File: config.mk
export PLATFORM = sky130hd
export DESIGN_NAME = stq_top
export DESIGN_NICKNAME = d
export VERILOG_FILES = /design/src/hw/stq_cfg_pkg.sv /design/src/hw/stq_types_pkg.sv /design/src/hw/stq_alloc_ctrl.sv /design/src/hw/stq_entry.sv /design/src/hw/stq_entry_array.sv /design/src/hw/stq_fwd_select.sv /design/src/hw/stq_top.sv
export SDC_FILE = /design/constraint.sdc
export NUM_CORES = 2
export LEC_CHECK = 0
export ABC_AREA = 1
export BUFFER_PORTS_ARGS = -buffer_cell sky130_fd_sc_hd__buf_2
export CORE_AREA = 2 2 350 352
export DETAILED_ROUTE_END_ITERATION = 7
export DIE_AREA = 0 0 352 354
export PLACE_DENSITY_LB_ADDON = 0.25
export SLEW_MARGIN = 20
export SYNTH_ARGS = -nofsm -noshare
export SYNTH_HDL_FRONTEND = slang
export SYNTH_HIERARCHICAL = 1
export SYNTH_SLANG_ARGS = --single-unit
File: constraint.sdc
create_clock -name clk -period 6.4 [get_ports clk]
set_input_delay 0 -clock clk [delete_from_list [all_inputs] [get_ports clk]]
set_output_delay 0 -clock clk [all_outputs]
set_load 0.01 [all_outputs]
File: src/hw/stq_cfg_pkg.sv
`default_nettype none

// Widths shared by the queue, its controller and the forwarding logic
package stq_cfg_pkg;

  // Word address of a store or load
  localparam int STQ_ADDR_W = 32;

  localparam int STQ_BYTES = 8; // Bytes per word, also byte mask width

  localparam int STQ_DATA_W = 64;

  // Load check ports, each looked up every cycle
  localparam int LD_PORTS = 2;

endpackage

`default_nettype wire

File: src/hw/stq_types_pkg.sv
`default_nettype none

package stq_types_pkg;
  import stq_cfg_pkg::*;

  typedef struct packed {
    logic [STQ_ADDR_W-1:0] addr;
    logic [STQ_BYTES-1:0]  bytes; // Byte enables within the word
  } stq_addr_t;

  // One load lookup, presented for a single cycle
  typedef struct packed {
    logic                  en;
    stq_addr_t             addr;
    logic [STQ_DATA_W-1:0] data;
  } ld_req_t;

  typedef struct packed {
    logic                  valid;
    logic                  hit;   // Full forward
    logic                  stall; // Partial overlap or data missing
    logic [STQ_DATA_W-1:0] data;
  } ld_rsp_t;

  typedef struct packed {
    logic busy;
    logic data_ok;
    logic committed;
  } stq_state_t;

  // Retired store on its way to the cache
  typedef struct packed {
    stq_addr_t             addr;
    logic [STQ_DATA_W-1:0] data;
  } drain_pkt_t;

endpackage

`default_nettype wire

File: src/hw/stq_alloc_ctrl.sv
`timescale 1ns/1ps
`default_nettype none

module stq_alloc_ctrl
  import stq_cfg_pkg::*, stq_types_pkg::*;
#(
  parameter  int NUM_ENTRIES = 8,
  localparam int IDX_W       = $clog2(NUM_ENTRIES)
) (
  input  logic                   clk,
  input  logic                   rst,

  input  logic                   st_alloc_en,
  input  stq_addr_t              st_alloc_addr,
  input  logic                   st_data_en,
  input  logic [IDX_W-1:0]       st_data_idx,
  input  logic [STQ_DATA_W-1:0]  st_data,
  input  logic                   commit_en,
  input  logic                   excpt,

  input  stq_state_t             state [NUM_ENTRIES],
  input  stq_addr_t              entry_addr [NUM_ENTRIES],
  input  logic [STQ_DATA_W-1:0]  entry_data [NUM_ENTRIES],
  input  logic                   drain_ack,

  output logic [NUM_ENTRIES-1:0] wr_en,
  output stq_addr_t              wr_addr,
  output logic [NUM_ENTRIES-1:0] data_en,
  output logic [STQ_DATA_W-1:0]  wr_data,
  output logic [NUM_ENTRIES-1:0] commit_set,
  output logic [NUM_ENTRIES-1:0] free_en,
  output logic                   flush,
  output logic [IDX_W-1:0]       tail,
  output logic [IDX_W-1:0]       st_alloc_idx,
  output logic                   full,
  output logic                   drain_req,
  output drain_pkt_t             drain_pkt
);

  // Pointers carry one wrap bit above the index
  logic [IDX_W:0] head_q, cmt_q, tail_q, cmt_nxt;
  logic [IDX_W-1:0] head_idx, cmt_idx;
  logic alloc_ok, commit_ok, drain_done, head_ready;

  assign head_idx     = head_q[IDX_W-1:0];
  assign cmt_idx      = cmt_q[IDX_W-1:0];
  assign tail         = tail_q[IDX_W-1:0];
  assign st_alloc_idx = tail;

  assign full = (head_q[IDX_W] != tail_q[IDX_W]) && (head_idx == tail);

  // An allocation racing an exception is younger and gets dropped
  assign alloc_ok  = st_alloc_en && !full && !excpt;
  assign commit_ok = commit_en && (cmt_q != tail_q);
  assign cmt_nxt   = cmt_q + (IDX_W+1)'(commit_ok);

  assign wr_en      = alloc_ok ? NUM_ENTRIES'(1) << tail : '0;
  assign wr_addr    = st_alloc_addr;
  assign data_en    = st_data_en ? NUM_ENTRIES'(1) << st_data_idx : '0;
  assign wr_data    = st_data;
  assign commit_set = commit_ok ? NUM_ENTRIES'(1) << cmt_idx : '0;
  assign flush      = excpt;

  assign head_ready = state[head_idx].busy && state[head_idx].committed &&
                      state[head_idx].data_ok;
  assign drain_done = drain_req && drain_ack;
  assign free_en    = drain_done ? NUM_ENTRIES'(1) << head_idx : '0;

  always_ff @(posedge clk) begin
    if (rst) begin
      head_q    <= '0;
      cmt_q     <= '0;
      tail_q    <= '0;
      drain_req <= 1'b0;
    end else begin
      cmt_q <= cmt_nxt;
      if (excpt) begin
        tail_q <= cmt_nxt; // Back to the oldest uncommitted slot
      end else if (alloc_ok) begin
        tail_q <= tail_q + 1'b1;
      end
      if (drain_done) begin
        head_q <= head_q + 1'b1;
      end
      // Four-phase: raise only once ack is back low
      if (!drain_req) begin
        drain_req <= head_ready && !drain_ack;
      end else if (drain_ack) begin
        drain_req <= 1'b0;
      end
    end
  end

  // Captured once per request and held until ack
  always_ff @(posedge clk) begin
    if (!drain_req && head_ready && !drain_ack) begin
      drain_pkt.addr <= entry_addr[head_idx];
      drain_pkt.data <= entry_data[head_idx];
    end
  end

  a_no_alloc_full: assert property (
    @(posedge clk) disable iff (rst)
    st_alloc_en |-> !full
  );

  a_drain_hold: assert property (
    @(posedge clk) disable iff (rst)
    (drain_req && !drain_ack) |=> (drain_req && $stable(drain_pkt) &&
                                   drain_pkt.addr == entry_addr[head_idx] &&
                                   drain_pkt.data == entry_data[head_idx])
  );

  a_commit_tail: assert property (
    @(posedge clk) disable iff (rst)
    commit_en |-> (cmt_q != tail_q)
  );

endmodule

`default_nettype wire

File: src/hw/stq_entry.sv
`timescale 1ns/1ps
`default_nettype none

module stq_entry
  import stq_cfg_pkg::*, stq_types_pkg::*;
(
  input  logic                  clk,
  input  logic                  rst,

  input  logic                  wr_en,
  input  stq_addr_t             wr_addr,
  input  logic                  data_en,
  input  logic [STQ_DATA_W-1:0] wr_data,
  input  logic                  commit_set,
  input  logic                  free_en,
  input  logic                  flush,

  input  ld_req_t               ld_req [LD_PORTS],

  output stq_state_t            state,
  output stq_addr_t             addr,
  output logic [STQ_DATA_W-1:0] data,
  output logic [LD_PORTS-1:0]   overlap,
  output logic [LD_PORTS-1:0]   covers
);

  always_ff @(posedge clk) begin
    if (rst) begin
      state <= '0;
    end else begin
      if (wr_en) begin
        state.busy      <= 1'b1;
        state.data_ok   <= 1'b0;
        state.committed <= 1'b0;
      end
      if (data_en) begin
        state.data_ok <= 1'b1;
      end
      if (commit_set) begin
        state.committed <= 1'b1;
      end
      // A commit in the same cycle as the exception survives it
      if (flush && !state.committed && !commit_set) begin
        state.busy <= 1'b0;
      end
      if (free_en) begin // Drained to the cache
        state.busy      <= 1'b0;
        state.committed <= 1'b0;
      end
    end
  end

  always_ff @(posedge clk) begin
    if (wr_en) begin
      addr <= wr_addr;
    end
    if (data_en) begin
      data <= wr_data;
    end
  end

  // Per load port match against this store
  always_comb begin
    for (int p = 0; p < LD_PORTS; p++) begin
      overlap[p] = state.busy && ld_req[p].en &&
                   (ld_req[p].addr.addr == addr.addr) &&
                   (|(ld_req[p].addr.bytes & addr.bytes));
      // Load bytes must all come from this store
      covers[p]  = overlap[p] && state.data_ok &&
                   ((ld_req[p].addr.bytes & ~addr.bytes) == '0);
    end
  end

  // Data for an entry is sent only after its allocation has landed
  a_wr_data_excl: assert property (
    @(posedge clk) disable iff (rst)
    !(wr_en && data_en)
  );

endmodule

`default_nettype wire

File: src/hw/stq_entry_array.sv
`timescale 1ns/1ps
`default_nettype none

module stq_entry_array
  import stq_cfg_pkg::*, stq_types_pkg::*;
#(
  parameter int NUM_ENTRIES = 8
) (
  input  logic                   clk,
  input  logic                   rst,

  input  logic [NUM_ENTRIES-1:0] wr_en,
  input  stq_addr_t              wr_addr,
  input  logic [NUM_ENTRIES-1:0] data_en,
  input  logic [STQ_DATA_W-1:0]  wr_data,
  input  logic [NUM_ENTRIES-1:0] commit_set,
  input  logic [NUM_ENTRIES-1:0] free_en,
  input  logic                   flush,

  input  ld_req_t                ld_req [LD_PORTS],

  output stq_state_t             state [NUM_ENTRIES],
  output stq_addr_t              addr [NUM_ENTRIES],
  output logic [STQ_DATA_W-1:0]  data [NUM_ENTRIES],
  output logic [NUM_ENTRIES-1:0] overlap [LD_PORTS],
  output logic [NUM_ENTRIES-1:0] covers [LD_PORTS]
);

  logic [LD_PORTS-1:0] ov_e [NUM_ENTRIES]; // Per entry, per port
  logic [LD_PORTS-1:0] cv_e [NUM_ENTRIES];

  for (genvar e = 0; e < NUM_ENTRIES; e++) begin : g_entry
    stq_entry u_entry (
      .clk        (clk),
      .rst        (rst),
      .wr_en      (wr_en[e]),
      .wr_addr    (wr_addr),
      .data_en    (data_en[e]),
      .wr_data    (wr_data),
      .commit_set (commit_set[e]),
      .free_en    (free_en[e]),
      .flush      (flush),
      .ld_req     (ld_req),
      .state      (state[e]),
      .addr       (addr[e]),
      .data       (data[e]),
      .overlap    (ov_e[e]),
      .covers     (cv_e[e])
    );
  end

  // Regroup by port so each port sees one vector over all entries
  always_comb begin
    for (int p = 0; p < LD_PORTS; p++) begin
      for (int e = 0; e < NUM_ENTRIES; e++) begin
        overlap[p][e] = ov_e[e][p];
        covers[p][e]  = cv_e[e][p];
      end
    end
  end

endmodule

`default_nettype wire

File: src/hw/stq_fwd_select.sv
`timescale 1ns/1ps
`default_nettype none

module stq_fwd_select
  import stq_cfg_pkg::*, stq_types_pkg::*;
#(
  parameter  int NUM_ENTRIES = 8,
  localparam int IDX_W       = $clog2(NUM_ENTRIES)
) (
  input  logic                   clk,
  input  logic                   rst,

  input  logic [LD_PORTS-1:0]    ld_en,
  input  logic [NUM_ENTRIES-1:0] overlap [LD_PORTS],
  input  logic [NUM_ENTRIES-1:0] covers [LD_PORTS],
  input  logic [STQ_DATA_W-1:0]  entry_data [NUM_ENTRIES],
  input  logic [IDX_W-1:0]       tail,

  output ld_rsp_t                ld_rsp [LD_PORTS]
);

  logic [NUM_ENTRIES-1:0] rot [LD_PORTS]; // Bit 0 is the youngest store
  logic [IDX_W-1:0]       sel [LD_PORTS];
  logic [LD_PORTS-1:0]    found;

  logic [LD_PORTS-1:0]    rsp_valid, rsp_hit, rsp_stall;
  logic [STQ_DATA_W-1:0]  rsp_data [LD_PORTS];

  always_comb begin
    for (int p = 0; p < LD_PORTS; p++) begin
      for (int i = 0; i < NUM_ENTRIES; i++) begin
        rot[p][i] = overlap[p][IDX_W'(tail - 1 - i)];
      end
      found[p] = |rot[p];
      sel[p]   = '0;
      // Walk from oldest to youngest so the lowest set bit wins
      for (int i = NUM_ENTRIES - 1; i >= 0; i--) begin
        if (rot[p][i]) begin
          sel[p] = IDX_W'(tail - 1 - i);
        end
      end
    end
  end

  always_ff @(posedge clk) begin
    if (rst) begin
      rsp_valid <= '0;
    end else begin
      rsp_valid <= ld_en;
    end
  end

  always_ff @(posedge clk) begin
    for (int p = 0; p < LD_PORTS; p++) begin
      rsp_hit[p]   <= found[p] && covers[p][sel[p]];
      rsp_stall[p] <= found[p] && !covers[p][sel[p]];
      rsp_data[p]  <= (found[p] && covers[p][sel[p]]) ? entry_data[sel[p]] : '0;
    end
  end

  always_comb begin
    for (int p = 0; p < LD_PORTS; p++) begin
      ld_rsp[p].valid = rsp_valid[p];
      ld_rsp[p].hit   = rsp_hit[p];
      ld_rsp[p].stall = rsp_stall[p];
      ld_rsp[p].data  = rsp_data[p];
    end
  end

endmodule

`default_nettype wire

File: src/hw/stq_top.sv
`timescale 1ns/1ps
`default_nettype none

module stq_top
  import stq_cfg_pkg::*, stq_types_pkg::*;
#(
  parameter  int NUM_ENTRIES = 8,
  localparam int IDX_W       = $clog2(NUM_ENTRIES)
) (
  input  logic                  clk,
  input  logic                  rst,

  input  logic                  st_alloc_en,
  input  stq_addr_t             st_alloc_addr,
  output logic [IDX_W-1:0]      st_alloc_idx,
  output logic                  full,

  input  logic                  st_data_en,
  input  logic [IDX_W-1:0]      st_data_idx,
  input  logic [STQ_DATA_W-1:0] st_data,

  input  logic                  commit_en,
  input  logic                  excpt,

  input  ld_req_t               ld_req [LD_PORTS],
  output ld_rsp_t               ld_rsp [LD_PORTS],

  output logic                  drain_req,
  output drain_pkt_t            drain_pkt,
  input  logic                  drain_ack
);

  logic [NUM_ENTRIES-1:0] wr_en, data_en, commit_set, free_en;
  stq_addr_t              wr_addr;
  logic [STQ_DATA_W-1:0]  wr_data;
  logic                   flush;
  logic [IDX_W-1:0]       tail;

  stq_state_t             state [NUM_ENTRIES];
  stq_addr_t              entry_addr [NUM_ENTRIES];
  logic [STQ_DATA_W-1:0]  entry_data [NUM_ENTRIES];
  logic [NUM_ENTRIES-1:0] overlap [LD_PORTS];
  logic [NUM_ENTRIES-1:0] covers [LD_PORTS];
  logic [LD_PORTS-1:0]    ld_en;

  always_comb begin
    for (int p = 0; p < LD_PORTS; p++) begin
      ld_en[p] = ld_req[p].en;
    end
  end

  stq_alloc_ctrl #(.NUM_ENTRIES(NUM_ENTRIES)) u_ctrl (
    .clk           (clk),
    .rst           (rst),
    .st_alloc_en   (st_alloc_en),
    .st_alloc_addr (st_alloc_addr),
    .st_data_en    (st_data_en),
    .st_data_idx   (st_data_idx),
    .st_data       (st_data),
    .commit_en     (commit_en),
    .excpt         (excpt),
    .state         (state),
    .entry_addr    (entry_addr),
    .entry_data    (entry_data),
    .drain_ack     (drain_ack),
    .wr_en         (wr_en),
    .wr_addr       (wr_addr),
    .data_en       (data_en),
    .wr_data       (wr_data),
    .commit_set    (commit_set),
    .free_en       (free_en),
    .flush         (flush),
    .tail          (tail),
    .st_alloc_idx  (st_alloc_idx),
    .full          (full),
    .drain_req     (drain_req),
    .drain_pkt     (drain_pkt)
  );

  stq_entry_array #(.NUM_ENTRIES(NUM_ENTRIES)) u_array (
    .clk        (clk),
    .rst        (rst),
    .wr_en      (wr_en),
    .wr_addr    (wr_addr),
    .data_en    (data_en),
    .wr_data    (wr_data),
    .commit_set (commit_set),
    .free_en    (free_en),
    .flush      (flush),
    .ld_req     (ld_req),
    .state      (state),
    .addr       (entry_addr),
    .data       (entry_data),
    .overlap    (overlap),
    .covers     (covers)
  );

  stq_fwd_select #(.NUM_ENTRIES(NUM_ENTRIES)) u_fwd (
    .clk        (clk),
    .rst        (rst),
    .ld_en      (ld_en),
    .overlap    (overlap),
    .covers     (covers),
    .entry_data (entry_data),
    .tail       (tail),
    .ld_rsp     (ld_rsp)
  );

endmodule

`default_nettype wire

==> flow_metrics.tcl <==
set metrics [dict create \
    syn_area_per_cell_um2 7.27 \
    cellInternalPower_uw 14800 \
    ys_types 39 \
    drive_gt1_share_pct 9.30 \
    numClockSinks 1107 \
    slew_viol_final 0 \
    crit_path_end_kind "flip-flop" \
    vias 65591 \
    drtIter0Drc 10892 \
    postRouteWirelength_um 254000 \
    ys.warnings.count 6 \
    grtUsageTotal_pct 39.2 \
    crit_path_max_incr_delay_ns 0.85 \
    cp.arrival_ns 6.71 \
    post_cts_buffers 0 \
    hold_viol_final 0 \
    cts-root-buf "clkbuf_16" \
    synth_edf_count 936 \
    clkPwrFrac_pct 28.6 \
    syn_area_um2 66100 \
    final_nets 9645 \
    grt_max_degree 173 \
    core_um2 121000 \
    maxSlewHeadroom_pct 17.3 \
    crit_family "simple AND/OR/NAND/NOR gates" \
    drtPass1Iterations 8 \
    worstSetupPathType "flip-flop to flip-flop" \
    hpwl_um 160000 \
    final_common_cell "nand2_1" \
    switching_power_uw 10400 \
    slowest_stage "buf_4" \
    num_io_pins 567 \
    grt_antenna_before_repair 27 \
    path_clk_slew_ns 0.06 \
    cp-start-kind "flip-flop" \
    clk_path_buf_depth 3 \
    cts_tree "done" \
    finalSetupViolations 0 \
    p_per_area_nw_per_um2 342 \
    tightest_slew_ns 1.24 \
    tns_ns 0 \
    whs_ns 0.0349 \
    fin_crit_ns 5.99 \
    drc 1 \
    cp-startpoint "u_array/g_entry[0].u_entry/addr[8]$_DFFE_PP_" \
    grt_first_pass_wirelength_um 368000 \
    antenna_left 0 \
    place.gp.congestion 1.06 \
    fp-row-count 128 \
    syn_nets 9430 \
    cts_resized 0 \
    hp-class "input pin to flip-flop" \
    grt_pass1_vias 59116 \
    synth_flop_cell "edfxtp_1" \
    dieArea_um2 125000 \
    power_switching_share_pct 41.3 \
    yosysSeqAreaShare_pct 47.7 \
    cts-htree-levels 3 \
    violations "design-rule violations" \
    rsz0062_at_grt "no" \
    hold_path.startpoint "st_data[47]" \
    max_cap_viol_count 0 \
    combPwrFrac_pct 38.7 \
    leakage_uw 0.0337 \
    wl_per_cell_um 23.0 \
    cp_common_cell "nand2_1" \
    grt_overflow 0 \
    cts_made_buffers 116 \
    fp.dieH_um 354 \
    synthCells 9090 \
    area_delta_synth_final_pct 11.1 \
    seq_power_share_pct 32.7 \
    io_buffers 438 \
    fill_cells 10805 \
    async_flop_share_pct 0 \
    total_power_uw 25200 \
    timing.rr.start "u_array/g_entry[0].u_entry/addr[8]$_DFFE_PP_" \
    required_ns 7.12 \
    start_util_pct 54.7 \
    run_status "finished with violations" \
    peakVddDrop_uv 598 \
    clock_skew_ns 0.0630 \
    viasPerCell 5.93 \
    fin_crit_sh_pct 93.5 \
    mostFrequentLayoutCells "nand2_1 (2779), nor2_1 (1824), edfxtp_1 (936)" \
    path_max_fanout 74 \
    setup_slack_ns 0.414 \
    ys_seq_elements 1107 \
    die_w_um 352 \
    ctsHoldBuffers 132 \
    max_freq_ghz 0.167 \
    place_ws_ns 0.789 \
    clk_latency_ns 0.80 \
    critPathBufInv 4 \
]
==> state kept, by name (all words and copies together) (netlist names) <==
| register | flops |
|---|---|
| u_array/g_entry.u_entry/addr | 320 |
| u_array/g_entry.u_entry/data | 512 |
| u_array/g_entry.u_entry/state | 24 |
| u_ctrl/cmt_q | 4 |
| u_ctrl/drain_pkt | 104 |
| u_ctrl/drain_req | 1 |
| u_ctrl/head_q | 4 |
| u_ctrl/tail_q | 4 |
| u_fwd/rsp_data | 128 |
| u_fwd/rsp_hit | 2 |
| u_fwd/rsp_stall | 2 |
| u_fwd/rsp_valid | 2 |
==> worst register-to-register path: cells and delay by family, from the launching register on <==
kind | cells | cell delay (ns)
simple gates | 24 | 3.63
flops | 1 | 0.41
buf+inv | 4 | 1.91
==> synthesized netlist by cell type, types with 4 or more instances <==
| cell | n | area, um^2 |
|---|---|---|
| nand2_1 | 2785 | 10500 |
| nor2_1 | 1841 | 6910 |
| edfxtp_1 | 936 | 28100 |
| inv_1 | 873 | 3280 |
| nand3_1 | 809 | 4050 |
| o21ai_0 | 478 | 2390 |
| buf_2 | 219 | 1100 |
| dfxtp_1 | 171 | 3420 |
| buf_4 | 170 | 1280 |
| o22ai_1 | 153 | 957 |
| a31oi_1 | 103 | 644 |
| clkbuf_1 | 99 | 372 |
| nor2_2 | 98 | 613 |
| a21oi_1 | 68 | 340 |
| o21ai_1 | 50 | 250 |
| xnor2_1 | 50 | 438 |
| buf_6 | 33 | 372 |
| nand4_1 | 25 | 156 |
| buf_1 | 17 | 63.8 |
| ha_1 | 16 | 200 |
| nor3_2 | 16 | 160 |
| o211ai_1 | 16 | 120 |
| a211oi_1 | 10 | 75.1 |
| inv_2 | 10 | 37.5 |
| nand2_2 | 9 | 56.3 |
| or2_2 | 8 | 50.1 |
| nor3_1 | 4 | 20.0 |
| xor2_1 | 4 | 35.0 |
==> area by class of cell <==
type,count,area (um^2),share of cell area [%]
antenna,20,50.0,0.0681
clock buffer,150,3220,4.38
clock inverter,72,875,1.19
inverter,885,3350,4.56
multi-input combinational,6557,28300,38.5
sequential,1107,31500,42.9
tap,1625,2030,2.77
timing repair buffer,638,4120,5.61
==> worst paths after layout <==
kind | slack (ns) | depth (start not counted) | endpoint
setup reg to reg | 0.41 | 28 | u_fwd/rsp_data[0][60]$_SDFF_PN0_
hold reg to reg | 0.53 | 2 | u_array/g_entry[4].u_entry/state[0]$_SDFFE_PP0P_
hold / removal | 0.03 | 2 | u_array/g_entry[7].u_entry/data[47]$_DFFE_PP_
setup / recovery | 0.41 | 28 | u_fwd/rsp_data[0][60]$_SDFF_PN0_
==> power by group through the flow <==
stage,registers (uW),clock network (uW),logic (uW)
after floorplan,8350,0,6740
after global placement,8360,0,9050
after detailed placement,8370,0,9150
after CTS,8220,7240,9270
after global routing,8240,7530,10400
final,8220,7190,9750
==> cell families after synthesis <==
group           share of synthesized area [%]
simple gates                             34.1
buf+inv                                  9.92
flops                                    47.7
compound gates                           7.30
xor+xnor                                0.715
fa+ha+maj                               0.303
==> layer usage <==
layer / global-route usage, % / vias to the layer above / routed length (um)
met5: 0 / - / 74
met4: 17.5 / 12 / 12600
met3: 8.16 / 823 / 37500
met2: 59.3 / 5175 / 109000
met1: 54.5 / 30072 / 95000
li1: - / 29509 / -
==> metrics by stage <==
| step | cells | utilization, % | instance area [um^2] |
|---|---|---|---|
| floorplan | 9090 | - | 66100 |
| global placement | 10678 | 56.2 | 68000 |
| detailed placement | 10679 | 56.2 | 68000 |
| CTS | 11033 | 60.7 | 73400 |
| global route | 11046 | 60.8 | 73500 |
| finish | 11054 | 60.8 | 73500 |
No activity file was read; power rests on OpenSTA's default activity.
